**config.mk**
```make
export PLATFORM = sky130hd
export DESIGN_NAME = dram_response_assembler
export DESIGN_NICKNAME = d
export VERILOG_FILES = /design/src/common/scpad_pkg.sv /design/src/dram_fill/dram_response_assembler.sv
export VERILOG_INCLUDE_DIRS = /design/src /design/src/common
export SDC_FILE = /design/constraint.sdc
export NUM_CORES = 1
export LEC_CHECK = 0
export ABC_AREA = 1
export BUFFER_PORTS_ARGS = -buffer_cell sky130_fd_sc_hd__buf_2
export CORE_MARGIN = 10
export CORE_UTILIZATION = 45
export CTS_CLUSTER_DIAMETER = 60
export CTS_CLUSTER_SIZE = 30
export DETAILED_ROUTE_END_ITERATION = 12
export GPL_TIMING_DRIVEN = 0
export PLACE_DENSITY = 0.8
export SETUP_SLACK_MARGIN = 0.4
export SLEW_MARGIN = 40
export SYNTH_ARGS = -nofsm -noshare
export SYNTH_HDL_FRONTEND = slang
export SYNTH_SLANG_ARGS = --single-unit
export TNS_END_PERCENT = 10
```
**constraint.sdc**
```tcl
create_clock -name clk -period 3.9 [get_ports clk]
set_clock_uncertainty 0.2 [all_clocks]
set_input_delay 0.195 -clock clk [delete_from_list [all_inputs] [get_ports clk]]
set_output_delay 0.195 -clock clk [all_outputs]
set_load 0.01 [all_outputs]
```
**src/common/scpad_macros.svh**
```systemverilog
`ifndef SCPAD_MACROS_SVH
`define SCPAD_MACROS_SVH

// one dram beat and one scratchpad line
`define SCPAD_BEAT_W 64
`define SCPAD_BEATS_MAX 8
`define SCPAD_BEAT_IDX_W 3
`define SCPAD_LINE_W 512

// bank depth
`define SCPAD_ROWS 16

// dram request side
`define DRAM_ADDR_W 32
`define DRAM_CREDITS 4
`define DRAM_TAG_W 3

`endif

```
**src/common/scpad_pkg.sv**
```systemverilog
`include "scpad_macros.svh"

package scpad_pkg;

    // data widths
    typedef logic [`SCPAD_BEAT_W-1:0] beat_data_t;
    typedef logic [`SCPAD_LINE_W-1:0] line_data_t;

    // dram beat address
    typedef logic [`DRAM_ADDR_W-1:0] dram_addr_t;

    // id layout: fill tag on top, beat index in the low bits
    typedef logic [`DRAM_TAG_W+`SCPAD_BEAT_IDX_W-1:0] dram_id_t;

    // beats per line, legal range 1..8
    typedef logic [3:0] beat_cnt_t;

    // bank row select
    typedef logic [$clog2(`SCPAD_ROWS)-1:0] row_idx_t;

    // has to hold the full credit count, not just count-1
    typedef logic [$clog2(`DRAM_CREDITS+1)-1:0] credit_cnt_t;

    // request issuer fsm
    typedef enum logic [1:0] {
        IDLE,
        ISSUE,
        WAIT_LINE
    } issuer_state_t;

endpackage

```
**src/dram_fill/dram_response_assembler.sv**
```systemverilog
`timescale 1ns/10ps
`include "scpad_macros.svh"

module dram_response_assembler (
    input  logic                   clk,
    input  logic                   n_rst,
    input  logic                   dram_res_valid,
    input  scpad_pkg::dram_id_t    dram_res_id,
    input  scpad_pkg::beat_data_t  dram_rddata,
    input  scpad_pkg::row_idx_t    fill_row,
    input  scpad_pkg::beat_cnt_t   num_request,
    input  logic                   be_stall,
    output logic                   sram_write_req_valid,
    output scpad_pkg::row_idx_t    sram_write_row,
    output scpad_pkg::line_data_t  sram_write_data,
    output logic                   line_done
);
    import scpad_pkg::*;

    line_data_t                    line_q;
    row_idx_t                      row_q;
    beat_cnt_t                     done_cnt;
    beat_cnt_t                     done_cnt_inc;
    logic                          line_pending;
    logic [`SCPAD_BEAT_IDX_W-1:0]  beat_idx;
    logic                          line_write;

    // low id bits say which 64-bit slice this beat fills
    assign beat_idx     = dram_res_id[`SCPAD_BEAT_IDX_W-1:0];
    assign done_cnt_inc = done_cnt + beat_cnt_t'(1);

    // full line goes out on the first unstalled cycle
    assign line_write = line_pending && !be_stall;

    assign sram_write_req_valid = line_write;
    assign sram_write_row       = row_q;
    assign sram_write_data      = line_q;
    assign line_done            = line_write;

    always_ff @(posedge clk or negedge n_rst) begin
        if (!n_rst) begin
            done_cnt     <= '0;
            line_pending <= 1'b0;
        end else if (line_write) begin
            done_cnt     <= '0;
            line_pending <= 1'b0;
        end else if (dram_res_valid) begin
            done_cnt <= done_cnt_inc;
            if (done_cnt_inc == num_request) begin
                line_pending <= 1'b1;
            end
        end
    end

    // line starts from zero so unused slices read back as 0
    always_ff @(posedge clk or negedge n_rst) begin
        if (!n_rst) begin
            line_q <= '0;
        end else if (line_write) begin
            line_q <= '0;
        end else if (dram_res_valid) begin
            line_q[beat_idx*`SCPAD_BEAT_W +: `SCPAD_BEAT_W] <= dram_rddata;
        end
    end

    always_ff @(posedge clk) begin
        if (dram_res_valid) begin
            row_q <= fill_row;
        end
    end

    // issuer holds off the next line until line_done, so nothing
    // should land on top of a finished line
    a_no_res_while_pending: assert property (
        @(posedge clk) disable iff (!n_rst)
            line_pending |-> !dram_res_valid)
        else $error("response id %h while line pending", dram_res_id);

    // beats only come for slices the current count covers
    a_beat_in_range: assert property (
        @(posedge clk) disable iff (!n_rst)
            dram_res_valid |-> (beat_cnt_t'(beat_idx) < num_request))
        else $error("beat index %0d beyond count %0d", beat_idx, num_request);

endmodule

```
Word-level counts from Yosys, hierarchy flattened
Cells that the tools add are included.

Add/subtract/negate cells: 2. Shifts and indexed selects: 2. Eq/ne operators: 1. Reductions and logical operators: 5. Mux-type cells: 8.

Operators by type and width (count): $mux W512 (2); $bwmux W512 (1); $shift A64 B34 Y512 const A (1); $shiftx A64 B34 Y512 (1); $neg A9 Y34 (1); $mux W4 (2); $add A4 B1 Y4 const B (1); $eq A4 B4 Y1 (1); $reduce_bool A2 Y1 (2); $mux W1 (3); $reduce_and A2 Y1 (1); $logic_and A1 B1 Y1 (1); $logic_not A1 Y1 (1).

Logic and storage cells: 22. Bits of input ports: 82. Flip-flop bits (word level): 521.

Longest topological paths before layout
Gate-level depths: netlist of the first run.

Word-level depth: 5. Depth in mapped cells: 13. Mapped depth without buffers: 11.

Worst setup path before layout of the first run
OpenSTA, ideal clock, no wires.

Path kind: input port to flip-flop. Start: input dram_res_id[0]. End: register line_q[451] (netlist: sram_write_data[451]). Stages: 11. Arrival: 1.976 ns. Data required time: 3.562 ns. Setup time: 0.138 ns. Path buffers: 2. Setup slack: 1.586 ns. Cells stage by stage: buf_2 inv_1 ha_1 ha_1 inv_2 nand2_2 nor2_1 nand2_1 o21ai_2 clkbuf_1 o22ai_1.

Word-level cells in the longest chain between the ends: 5.

RTL lines: start, declared (line dram_response_assembler.sv:8) `input scpad_pkg::dram_id_t dram_res_id,`; $neg A9 Y34 (*) (line dram_response_assembler.sv:62) `` line_q[beat_idx*`SCPAD_BEAT_W +: `SCPAD_BEAT_W] <= dram_rddata; ``; $shiftx A64 B34 Y512 / $shift A64 B34 Y512 (equally long branches) (line dram_response_assembler.sv:62); $bwmux W512 (*) (line dram_response_assembler.sv:62); $mux W512 (*) (line dram_response_assembler.sv:61) `end else if (dram_res_valid) begin`; $mux W512 (*) (line dram_response_assembler.sv:59) `end else if (line_write) begin`; end signal, assigned by index (line dram_response_assembler.sv:62); end, declared (line dram_response_assembler.sv:20) `line_data_t line_q;`.

Mark *: on every way between the ends. The rest lies on a longest branch, timed or not. The select of a mux whose other input is x is not followed. A chain may end at the register's enable or synchronous reset.

Worst setup path after layout of the first run
Start: input dram_res_id[0]. End: register line_q[479] (netlist: sram_write_data[479]).

Same word-level chain as after synthesis.

==> results of run 1 <==
[layout make-up]
type,instances,area [sq um]
inverters,310,1160
flip-flops and latches,521,13100
clock inverters,31,429
clock buffers,43,1050
diodes,10,25.0
repair buffers,679,3970
plain buffers,170,736
fillers,3958,19200
multi-input cells,1401,6500
well taps,607,759
[logic make-up (layout without fill, tap and decap cells)]
logic type / count (synthesis) / after routing
and+or+nand+nor: 1131 / 1131
DFF: 521 / 521
buffers and inverters: 480 / 1233
AOI/OAI and AO/OA: 265 / 265
adders and majority gates: 4 / 4
xor gates and xnor gates: 1 / 1
other: 0 / 10
[where the power goes]
| group | total [mW] | internal (mW) | switching [mW] |
|---|---|---|---|
| combinational | 3.09 | 0.938 | 2.15 |
| sequential | 6.27 | 5.93 | 0.337 |
| clock | 4.66 | 2.24 | 2.42 |
[per-layer routing]
layer	global-route usage [%]	vias up	share of wire [%]
li1	-	9225	-
met3	9.09	374	11
met2	50.2	1504	46
met5	0	-	0.012
met4	18.4	2	7.0
met1	38.8	10300	36
[synthesized netlist by cell type, drive strengths merged]
library cell  instances  area (sq um)
xnor2                 1          8.76
a21oi                 8          40.0
inv                 310          1160
nand2               645          2420
edfxtp                4           120
buf                 107           494
dfrtp               517         12900
ha                    4          50.1
o22ai               242          1510
nor3                  5          35.0
nor2                 98           388
clkbuf               63           236
nand3               373          1870
o21ai                15          90.1
nand4                10          62.6
[stage by stage]
step           setup slack, ns  util (%)  TNS (ns)
2_1_floorplan             1.59         -         0
5_1_grt                  0.618      59.1         0
3_3_place_gp             -8.08      53.7  -4140.41
6_report                 0.610      59.1         0
4_1_cts                  0.781      59.1         0
3_5_place_dp             0.106      54.3         0
[worst max-delay path, stage by stage]
cell                       delay, ns
sky130_fd_sc_hd__buf_2          0.20
sky130_fd_sc_hd__inv_1          0.09
sky130_fd_sc_hd__ha_1           0.23
sky130_fd_sc_hd__ha_1           0.24
sky130_fd_sc_hd__inv_2          0.35
sky130_fd_sc_hd__nand2_2        0.26
sky130_fd_sc_hd__nor2_1         0.19
sky130_fd_sc_hd__nand2_1        0.19
sky130_fd_sc_hd__o21ai_2        0.67
sky130_fd_sc_hd__clkbuf_1       0.73
sky130_fd_sc_hd__o22ai_1        0.15
[sequential cells by signal, summed over array words and instances, names as in the netlist]
name	flops
done_cnt	4
line_pending	1
sram_write_data	512
sram_write_row	4
[path summary, 6_finish.rpt]
kind / slack [ns] / end / start
worst max-delay path: 0.61 / sram_write_data[479] / dram_res_id[0]
worst min-delay path: 0.11 / sram_write_row[1] / fill_row[1]
worst max register to register: 1.22 / sram_write_data[479] / line_pending
worst min register to register: 0.27 / sram_write_data[290] / sram_write_data[290]
max in group asynchronous: 1.74 / sram_write_data[247] / n_rst
min in group asynchronous: 0.41 / sram_write_data[37] / n_rst
[timing repair]
action | in CTS | in global routing
endpoints found under the setup margin | 0 | 0
hold buffers | 75 | 0
gates resized for setup | 0 | 0
hold endpoints to repair | 751 | 0
==> reports/summary.log, run 1 <==
INFO  cts            cts_sinks=521
INFO  routing        first_iter_violations=2725
INFO  sta            hold_viol_final=0
INFO  synth          ys_seq_area_share=60.9%
INFO  synth          ys.warnings.count=0
INFO  sta            tightest_pin_transition=0.918ns
INFO  cts            clock_tree.htree_level_count=2
INFO  synth          synthAdderAreaFrac=0.234%
INFO  synth          synth_area_per_cell=8.92squm
INFO  cts            cts-buffers-inserted=40
INFO  layout         most_used_cells_in_the_layout_excluding_fill_and_tap_cells=sky130_fd_sc_hd__buf_2 (666), sky130_fd_sc_hd__nand2_1 (644), sky130_fd_sc_hd__dfrtp_1 (517), sky130_fd_sc_hd__nand3_1 (373), sky130_fd_sc_hd__inv_1 (304)
INFO  global_route   number_of_global_route_vias_before_repair=21000
INFO  sta            worst_slew_margin_rel=38.8%
INFO  layout         layout_commonest_cell=sky130_fd_sc_hd__buf_2
INFO  critical_path  timing.critical_path.from_type=input pin
INFO  floorplan      initial_util=45.7%
INFO  cts            buffers_from_clock_root_to_sink_at_most=3
INFO  cts            tritoncts=built
INFO  global_route   global_route.overflow_total=0
INFO  routing        drt_wl_total=93800um
INFO  critical_path  cp_endpoint_kind=flip-flop
INFO  floorplan      die-height=238um
INFO  synth          synth_top_family_by_area=simple AND/OR/NAND/NOR gates
INFO  hold_path      hold_class=in2reg
INFO  cts            insertion_delay=0.58ns
INFO  global_route   pin_count_of_the_biggest_net_entering_global_routing=76
INFO  critical_path  worstRegToRegCells=6
INFO  placement      gp_routability_congestion=0.945
INFO  layout         layout.cell_area.non_filler=0.0277sqmm
INFO  placement      placement.cell_area=0.0254sqmm
INFO  routing        via_count=21400
INFO  hold_path      min_path_cells=2
INFO  power          worst_ir_drop_vdd=0.378mV
INFO  synth          netlist_instances=2402
INFO  layout         final_cells=3772
INFO  layout         drive_gt1_share=24.4%
INFO  power          p_leak=15.7nW
INFO  sta            report.final.setup_viol=0
INFO  routing        wire_per_inst=24.9um
INFO  synth          synth_compound_area_share=7.67%
INFO  cts            cts-root-buf=sky130_fd_sc_hd__clkbuf_16
INFO  sta            crit_path_time_final=3.29ns
INFO  critical_path  cp.arrival=3.52ns
INFO  synth          post_synth_num_cell_types=23
INFO  floorplan      num_rows=79
INFO  job            max_cap_violations=0
INFO  layout         area_growth_syn_to_layout=29.3%
INFO  global_route   globalRouteTotalUtil=31.9%
INFO  synth          synthSimpleGateAreaFrac=22.3%
INFO  critical_path  worst-endpoint-required=4.13ns
INFO  layout         nets=3209
INFO  sta            rsz0062_at_grt=false
INFO  sta            post-route-period-util=84.3%
INFO  floorplan      area_enclosed_by_the_die_boundary=0.0568sqmm
INFO  placement      port_buffer_count=595
INFO  routing        drt-vias-per-instance=5.68
INFO  critical_path  worstSetupPathType=in2reg
INFO  power          pwr_density_cell=506mW/mm^2
INFO  floorplan      core-area=0.0469sqmm
INFO  floorplan      number_of_placed_i_o_pins=600
INFO  cts            post_cts.repair.setup_buffers=0
INFO  global_route   grt_first_pass_wirelength=136000um
INFO  routing        detailedRoute.firstPassIterationCount=8
INFO  global_route   grt_antenna_before_repair=10
INFO  placement      placed_cells=3613
INFO  synth          syn_area=0.0214sqmm
INFO  power          total_power=14.0mW
INFO  synth          ys_seq_elements=521
INFO  cts            clkSlewWorstSetupHoldPaths=0.09ns
INFO  placement      half_perimeter_wire_length_of_the_detailed_placement_result=69300um
INFO  critical_path  worstPathMaxFanout=10
INFO  routing        antenna_violating_nets_post_route=0
INFO  synth          fraction_of_synthesized_area_in_multiplexers=0%
INFO  synth          xor_xnor_share_of_the_synthesized_area=0.0409%
INFO  sta            drv_slew=0
INFO  run_status     status=finished clean
INFO  sta            hold_ws=0.111ns
INFO  synth          postSynthNetCount=2488
INFO  sta            peak_clock_frequency_supported_by_timing=0.304GHz
INFO  routing        drt_drc_violations_left=0
INFO  floorplan      die_x_extent=238um
Power figures use the tool's default switching activity.
==> run 2, diff against run 1 <==
--- a/config.mk
+++ b/config.mk
@@ -14,7 +14,7 @@
 export CTS_CLUSTER_SIZE = 30
 export DETAILED_ROUTE_END_ITERATION = 12
 export GPL_TIMING_DRIVEN = 0
-export PLACE_DENSITY = 0.8
+export PLACE_DENSITY = 0.83
 export SETUP_SLACK_MARGIN = 0.4
 export SLEW_MARGIN = 40
 export SYNTH_ARGS = -nofsm -noshare
==> constraint.sdc (replaced) <==
create_clock -name clk -period 2.86 [get_ports clk]
set_clock_uncertainty 0.2 [all_clocks]
set_input_delay 0.143 -clock clk [delete_from_list [all_inputs] [get_ports clk]]
set_output_delay 0.143 -clock clk [all_outputs]
set_load 0.01 [all_outputs]
==> run 2 against run 1 <==
Compared with the run above:
- core utilization up 0.40 points
- die area unchanged
- sequential cell count unchanged
- register-to-register slack worse by 0.87 ns
- worst hold slack worse by 0.10 ns
- sequential power up 36%
==> reports/summary.log, run 2 (synthesized netlist as in run 1, its figures left out) <==
INFO  critical_path  worstSetupPathType=reg2reg [was in2reg]
INFO  global_route   number_of_global_route_vias_before_repair=21500 [was 21000]
INFO  power          total_switching_power=6.55mW [was 4.91 mW]
INFO  critical_path  timing.critical_path.from_type=flip-flop [was input pin]
INFO  floorplan      area_enclosed_by_the_die_boundary=0.0568sqmm [unchanged]
INFO  sta            fin_setup_tns=0ns [unchanged]
INFO  critical_path  r2r_setup_slack=0.35ns [was 1.22 ns]
INFO  sta            rsz0062_at_grt=true [was false]
INFO  placement      port_buffer_count=595 [unchanged]
INFO  global_route   grt_first_pass_wirelength=137000um [was 136000 um]
INFO  floorplan      die_x_extent=238um [unchanged]
INFO  job            max_cap_violations=0 [unchanged]
INFO  floorplan      core-area=0.0469sqmm [unchanged]
INFO  power          share_clk_of_total_power=32.2% [was 33.2%]
INFO  global_route   grt_antenna_before_repair=6 [was 10]
INFO  placement      half_perimeter_wire_length_of_the_detailed_placement_result=69100um [was 69300 um]
INFO  routing        drt_wl_total=94400um [was 93800 um]
INFO  power          total_power=19.1mW [was 14.0 mW]
INFO  cts            clock_tree.htree_level_count=2 [unchanged]
INFO  floorplan      initial_util=45.7% [unchanged]
INFO  placement      gp_routability_congestion=0.954 [was 0.945]
INFO  critical_path  cp.arrival=2.83ns [was 3.52 ns]
INFO  cts            cts-root-buf=sky130_fd_sc_hd__clkbuf_16 [unchanged]
INFO  floorplan      number_of_placed_i_o_pins=600 [unchanged]
INFO  sta            hold_viol_final=0 [unchanged]
INFO  layout         nets=3228 [was 3209]
INFO  cts            clkSlewWorstSetupHoldPaths=0.10ns [was 0.09 ns]
INFO  routing        detailedRoute.firstPassIterationCount=6 [was 8]
INFO  sta            drv_slew=0 [unchanged]
INFO  power          p_int=12.6mW [was 9.11 mW]
INFO  power          comb_power_share=23.0% [was 22.0%]
INFO  layout         area_growth_syn_to_layout=30.1% [was 29.3%]
INFO  power          p_leak=15.8nW [was 15.7 nW]
INFO  layout         layout_commonest_cell=sky130_fd_sc_hd__buf_2 [unchanged]
INFO  routing        antenna_violating_nets_post_route=0 [unchanged]
INFO  critical_path  worstPathMaxFanout=7 [was 10]
INFO  layout         drive_gt1_share=25.1% [was 24.4%]
INFO  routing        via_count=21800 [was 21400]
INFO  layout         most_used_cells_in_the_layout_excluding_fill_and_tap_cells=sky130_fd_sc_hd__buf_2 (666), sky130_fd_sc_hd__nand2_1 (643), sky130_fd_sc_hd__dfrtp_1 (517), sky130_fd_sc_hd__nand3_1 (373), sky130_fd_sc_hd__inv_1 (304) [was sky130_fd_sc_hd__buf_2 (666), sky130_fd_sc_hd__nand2_1 (644), sky130_fd_sc_hd__dfrtp_1 (517), sky130_fd_sc_hd__nand3_1 (373), sky130_fd_sc_hd__inv_1 (304)]
INFO  sta            worst_slew_margin_rel=48.3% [was 38.8%]
INFO  run_status     status=finished clean [unchanged]
INFO  floorplan      num_rows=79 [unchanged]
INFO  cts            buffers_from_clock_root_to_sink_at_most=3 [unchanged]
INFO  sta            tightest_pin_transition=0.775ns [was 0.918 ns]
INFO  critical_path  cp_endpoint_kind=flip-flop [unchanged]
INFO  global_route   globalRouteTotalUtil=32.1% [was 31.9%]
INFO  routing        drt-vias-per-instance=5.75 [was 5.68]
INFO  sta            post-route-period-util=87.8%
INFO  critical_path  worst-endpoint-required=3.18ns [was 4.13 ns]
INFO  global_route   pin_count_of_the_biggest_net_entering_global_routing=79 [was 76]
INFO  sta            crit_path_time_final=2.51ns
INFO  power          worst_ir_drop_vdd=0.563mV [was 0.378 mV]
INFO  cts            tritoncts=built [unchanged]
INFO  routing        drt_drc_violations_left=0 [unchanged]
INFO  routing        first_iter_violations=2800 [was 2725]
INFO  sta            report.final.setup_viol=0 [unchanged]
INFO  power          pwr_density_cell=685mW/mm^2 [was 506 mW/mm^2]
INFO  hold_path      hold_class=in2reg [unchanged]
INFO  floorplan      die-height=238um [unchanged]
INFO  layout         largest_register_ffs=512 [unchanged]
INFO  sta            peak_clock_frequency_supported_by_timing=0.398GHz
INFO  global_route   global_route.overflow_total=0 [unchanged]
INFO  cts            cts_sinks=521 [unchanged]
INFO  cts            cts-buffers-inserted=39 [was 40]
INFO  cts            insertion_delay=0.59ns [was 0.58 ns]
INFO  power          pwr-share-seq=44.8% [was 44.7%]
INFO  routing        wire_per_inst=24.9um [about the same]
INFO  power          power.switching_fraction=34.3% [was 35.0%]
run 2: layer usage:
metal	share of wire, %	vias to the layer above	global-route usage, %
li1	-	9263	-
met5	0.029	-	0
met4	6.9	4	18.5
met3	11	408	9.51
met1	36	10500	38.4
met2	46	1607	50.8
run 2: final cells by class:
type	count	area [sq um]
antenna	7	17.5
buffer	170	751
clock buffer	43	991
clock inverter	27	414
fill	3867	19000
inverter	310	1170
multi-input combinational	1401	6540
sequential	521	13100
tap	607	759
timing repair buffer	699	4190
run 2: final timing paths:
check                      cells after the start                    to            startpoint
hold reg to reg                                2  sram_write_data[259]  sram_write_data[259]
setup reg to reg                              10          line_pending           done_cnt[0]
max in group asynchronous                      6  sram_write_data[472]                 n_rst
min in group asynchronous                      4  sram_write_data[402]                 n_rst
setup / recovery                              10          line_pending           done_cnt[0]
hold / removal                                 5  sram_write_data[500]              be_stall
run 2: power groups by stage:
stage	logic (mW)	registers, mW	clock network [mW]
floorplan	1.60	8.95	0
global placement	3.91	8.63	0
detailed placement	4.04	8.65	0
CTS	4.24	8.52	6.17
global route	4.66	8.61	6.46
finish	4.40	8.55	6.15
run 2: repair_timing:
| item | 4_1_cts | 5_1_grt |
|---|---|---|
| resized for setup | 10 | 11 |
| hold buffers | 77 | 0 |
| hold endpoints to repair | 764 | 0 |
| setup endpoints to repair | 312 | 335 |
| pin swaps | 3 | 3 |
| gates cloned | 0 | 0 |
| buffers inserted | 10 | 6 |
run 2: critical path, cell delays in order (launching register included):
cell,delay (ns)
sky130_fd_sc_hd__dfrtp_1,0.48
sky130_fd_sc_hd__ha_1,0.36
sky130_fd_sc_hd__inv_1,0.08
sky130_fd_sc_hd__nand2_1,0.07
sky130_fd_sc_hd__nand3_1,0.11
sky130_fd_sc_hd__nor2_1,0.17
sky130_fd_sc_hd__nand2_1,0.10
sky130_fd_sc_hd__nor2_1,0.12
sky130_fd_sc_hd__nor2_1,0.07
sky130_fd_sc_hd__nor2_1,0.11
sky130_fd_sc_hd__dlygate4sd3_1,0.59
run 2: through the flow:
stage | utilization, % | instance area [sq um] | setup slack [ns] | instances | hold WS [ns]
2_1_floorplan | - | 21400 | 0.598 | 2402 | -0.353
3_3_place_gp | 53.7 | 25200 | -8.98 | 3604 | 0.120
3_5_place_dp | 54.3 | 25400 | -0.604 | 3615 | -0.130
4_1_cts | 59.3 | 27800 | 0.310 | 3772 | 0.00892
5_1_grt | 59.5 | 27900 | 0.320 | 3782 | 0.0313
6_report | 59.5 | 27900 | 0.349 | 3785 | 0.00936
==> run 3, diff against run 2 <==
--- a/config.mk
+++ b/config.mk
@@ -8,13 +8,14 @@
 export LEC_CHECK = 0
 export ABC_AREA = 1
 export BUFFER_PORTS_ARGS = -buffer_cell sky130_fd_sc_hd__buf_2
-export CORE_MARGIN = 10
-export CORE_UTILIZATION = 45
+export CORE_AREA = 2 2 235 237
 export CTS_CLUSTER_DIAMETER = 60
 export CTS_CLUSTER_SIZE = 30
 export DETAILED_ROUTE_END_ITERATION = 12
+export DIE_AREA = 0 0 237 239
 export GPL_TIMING_DRIVEN = 0
-export PLACE_DENSITY = 0.83
+export MAX_ROUTING_LAYER = met4
+export PLACE_DENSITY = 0.73
 export SETUP_SLACK_MARGIN = 0.4
 export SLEW_MARGIN = 40
 export SYNTH_ARGS = -nofsm -noshare
==> constraint.sdc (replaced) <==
create_clock -name clk -period 2.35 [get_ports clk]
set_clock_uncertainty 0.2 [all_clocks]
set_input_delay 0.1175 -clock clk [delete_from_list [all_inputs] [get_ports clk]]
set_output_delay 0.1175 -clock clk [all_outputs]
set_load 0.01 [all_outputs]
==> run 3 against run 2 <==
Compared with the run above:
- the run now ends with hold timing left
- die area shrank 0.19%
- design area up 2.9%
- wire length down 6.1%
- via count is 3.6% lower
- sequential cell count stayed put
- sequential power increased by 22%
- core utilization is 6.7 points lower
- worst hold slack worse by 0.19 ns
- first-iteration DRC count down 24%
- sequential share of layout area decreased by 1.3 points
- largest cell class unchanged
==> reports/summary.log, run 3 (synthesized netlist as in run 1, its figures left out) <==
INFO  power          p_leak=16.1nW [was 15.8 nW]
INFO  critical_path  worst_path_depth=9 [was 10]
INFO  floorplan      number_of_placed_i_o_pins=600 [unchanged]
INFO  floorplan      die_x_extent=237um [was 238 um]
INFO  global_route   grt_first_pass_wirelength=130000um [was 137000 um]
INFO  layout         layout.cell_area.non_filler=0.0287sqmm [was 0.0279 sq mm]
INFO  cts            tritoncts=built [unchanged]
INFO  layout         drive_gt1_share=27.8% [was 25.1%]
INFO  critical_path  critical_path.slowest_cell=sky130_fd_sc_hd__ha_2 [was sky130_fd_sc_hd__dlygate4sd3_1]
INFO  critical_path  worstPathCellList=buf_4, inv_1, ha_2, inv_2, clkbuf_2, nor2_4, buf_2, nand3_1, o22ai_1 [was ha_1, inv_1, nand2_1, nand3_1, nor2_1, nand2_1, nor2_1, nor2_1, nor2_1, dlygate4sd3_1]
INFO  sta            hold_viol_final=120 [was 0]
INFO  sta            report.final.setup_viol=0 [unchanged]
INFO  placement      half_perimeter_wire_length_of_the_detailed_placement_result=66200um [was 69100 um]
INFO  sta            hold_ws=-0.181ns [was 0.00936 ns]
INFO  placement      placement.setup.worst_slack=-0.575ns [was -0.604 ns]
INFO  critical_path  cp.arrival=2.30ns [was 2.83 ns]
INFO  cts            cts-root-buf=sky130_fd_sc_hd__clkbuf_16 [unchanged]
INFO  critical_path  worstReg2RegEnd=sram_write_data[89] [was line_pending]
INFO  global_route   grt_util_met1=40.9% [was 38.4%]
INFO  job            max_cap_violations=0 [unchanged]
INFO  run_status     failed_checks=hold timing
INFO  critical_path  r2r_setup_slack=0.38ns [was 0.35 ns]
INFO  routing        via_count=21000 [was 21800]
INFO  routing        drt_wl_total=88700um [was 94400 um]
INFO  critical_path  worst-path-buf-inv=5 [was 2]
INFO  run_status     status=complete, but fails checks [was finished clean]
INFO  layout         fillers=5020 [was 3867]
INFO  routing        wire_per_inst=22.7um [was 24.9 um]
INFO  critical_path  worst-endpoint-required=2.65ns [was 3.18 ns]
INFO  cts            buffers_from_clock_root_to_sink_at_most=3 [unchanged]
INFO  critical_path  critPathCapture=sram_write_data[89] [was line_pending]
INFO  sta            worst_slew_margin_rel=45.8% [was 48.3%]
INFO  power          worst_ir_drop_vdd=0.519mV [was 0.563 mV]
INFO  cts            cts-buffers-inserted=40 [was 39]
INFO  floorplan      core-area=0.0543sqmm [was 0.0469 sq mm]
INFO  global_route   peak_usage_layer_in_the_global_routing_report=met2 [unchanged]
INFO  global_route   globalRouteTotalUtil=31.7% [was 32.1%]
INFO  critical_path  cp_endpoint_kind=flip-flop [unchanged]
INFO  floorplan      die-height=239um [was 238 um]
INFO  hold_path      hold_class=in2async [was in2reg]
INFO  sta            crit_path_time_final=1.99ns
INFO  routing        detailedRoute.firstPassIterationCount=6 [unchanged]
INFO  critical_path  critical_path.top_delay_family=buffers and inverters [was simple AND/OR/NAND/NOR gates]
INFO  critical_path  worstSetupPathType=in2reg [was reg2reg]
INFO  floorplan      initial_util=39.4% [was 45.7%]
INFO  placement      gp_routability_congestion=0.954 [about the same]
INFO  critical_path  timing.critical_path.from_type=input pin [was flip-flop]
INFO  critical_path  crit_path_start=dram_res_id[0] [was done_cnt[0]]
INFO  critical_path  worstRegToRegCells=6 [was 10]
INFO  sta            rsz0062_at_grt=true [unchanged]
INFO  routing        first_iter_violations=2133 [was 2800]
INFO  sta            drv_slew=0 [unchanged]
INFO  critical_path  worstReg2RegStart=line_pending [was done_cnt[0]]
INFO  cts            clkSlewWorstSetupHoldPaths=0.09ns [was 0.10 ns]
INFO  cts            clock_tree.htree_level_count=2 [unchanged]
INFO  placement      port_buffer_count=595 [unchanged]
INFO  critical_path  critPathMaxStageDelay=0.46ns [was 0.59 ns]
INFO  floorplan      area_enclosed_by_the_die_boundary=0.0566sqmm [was 0.0568 sq mm]
INFO  sta            post-route-period-util=84.8%
INFO  critical_path  worstPathMaxFanout=10 [was 7]
INFO  global_route   global_route.overflow_total=0 [unchanged]
INFO  global_route   grt_antenna_before_repair=1 [was 6]
INFO  routing        drt-vias-per-instance=5.37 [was 5.75]
INFO  global_route   gr-usage-met3=6.97% [was 9.51%]
INFO  layout         nets=3252 [was 3228]
INFO  placement      placement.cell_area=0.0257sqmm [was 0.0254 sq mm]
INFO  layout         most_used_cells_in_the_layout_excluding_fill_and_tap_cells=sky130_fd_sc_hd__buf_2 (666), sky130_fd_sc_hd__nand2_1 (640), sky130_fd_sc_hd__dfrtp_1 (517), sky130_fd_sc_hd__nand3_1 (372), sky130_fd_sc_hd__inv_1 (303) [was sky130_fd_sc_hd__buf_2 (666), sky130_fd_sc_hd__nand2_1 (643), sky130_fd_sc_hd__dfrtp_1 (517), sky130_fd_sc_hd__nand3_1 (373), sky130_fd_sc_hd__inv_1 (304)]
INFO  global_route   pin_count_of_the_biggest_net_entering_global_routing=74 [was 79]
INFO  cts            hold_buffers=96 [was 77]
INFO  routing        antenna_violating_nets_post_route=0 [unchanged]
INFO  sta            tightest_pin_transition=0.813ns [was 0.775 ns]
INFO  routing        drt_drc_violations_left=0 [unchanged]
INFO  global_route   met2_usage=48.8% [was 50.8%]
INFO  layout         layout_commonest_cell=sky130_fd_sc_hd__buf_2 [unchanged]
INFO  layout         largest_register_ffs=512 [unchanged]
INFO  cts            cts_sinks=521 [unchanged]
INFO  global_route   number_of_global_route_vias_before_repair=20200 [was 21500]
INFO  sta            peak_clock_frequency_supported_by_timing=0.502GHz
INFO  sta            smallest_setup_slack_after_layout=0.358ns [was 0.349 ns]
INFO  power          pwr_density_cell=806mW/mm^2 [was 685 mW/mm^2]
INFO  floorplan      num_rows=86 [was 79]
INFO  layout         area_growth_syn_to_layout=33.9% [was 30.1%]
INFO  cts            insertion_delay=0.58ns [was 0.59 ns]
run 3: cell count changes in the layout (fill, tap and decap cells not counted), sizes merged:
cell / delta
buf: +17
bufinv: -4
clkbuf: -6
clkinv: +8
clkinvlp: +1
diode: -3
dlygate4sd3: +11
inv: -2
run 3: tightest hold or removal path, delay by kind of cell:
| kind | cells | cell delay [ns] |
|---|---|---|
| buffers and inverters | 8 | 0.88 |
run 3: metrics by stage:
step	hold WS [ns]	util [%]	TNS [ns]	std cells	total power [mW]
after floorplan	-0.378	-	0	2402	12.9
after global placement	0.0941	46.9	-5312.43	3701	15.3
after detailed placement	-0.183	47.3	-207.15	3711	15.4
after CTS	-0.181	52.6	0	3898	23.1
after global routing	-0.143	52.8	0	3901	24.0
final	-0.181	52.8	0	3904	23.1
run 3: area by class of cell:
type	instances	area, sq um	area share, %
diodes	4	10.0	0.0349
plain buffers	170	1010	3.54
clock buffers	42	1040	3.62
clock inverters	30	358	1.25
inverters	310	1180	4.10
multi-input cells	1401	6630	23.1
flip-flops and latches	521	13100	45.5
well taps	704	881	3.07
repair buffers	722	4540	15.8
run 3: worst min path at each step:
| stage | from | end | depth (start not counted) | slack, ns |
|---|---|---|---|---|
| floorplan | n_rst | done_cnt[0] | 0 | -0.38 |
| global placement | fill_row[0] | sram_write_row[0] | 1 | 0.09 |
| detailed placement | n_rst | sram_write_data[380] | 1 | -0.18 |
| CTS | n_rst | sram_write_data[128] | 8 | -0.18 |
| global route | n_rst | sram_write_data[383] | 8 | -0.14 |
| finish | n_rst | sram_write_data[122] | 8 | -0.18 |
run 3: what timing repair did:
item	CTS	global route
cloned	0	0
buffers inserted	19	2
hold endpoints to repair	778	120
pin swaps	9	6
setup endpoints to repair	514	465
gates resized for setup	70	57
run 3: power by group:
part,internal (mW),switching [mW]
clock network,3.49,3.90
logic,1.85,3.52
registers,9.85,0.529
run 3: metal layers:
layer,vias up,part of all wire [%]
met2,1121,46
met4,0,4.3
met5,-,0
met3,227,8.8
met1,10300,41
li1,9326,-
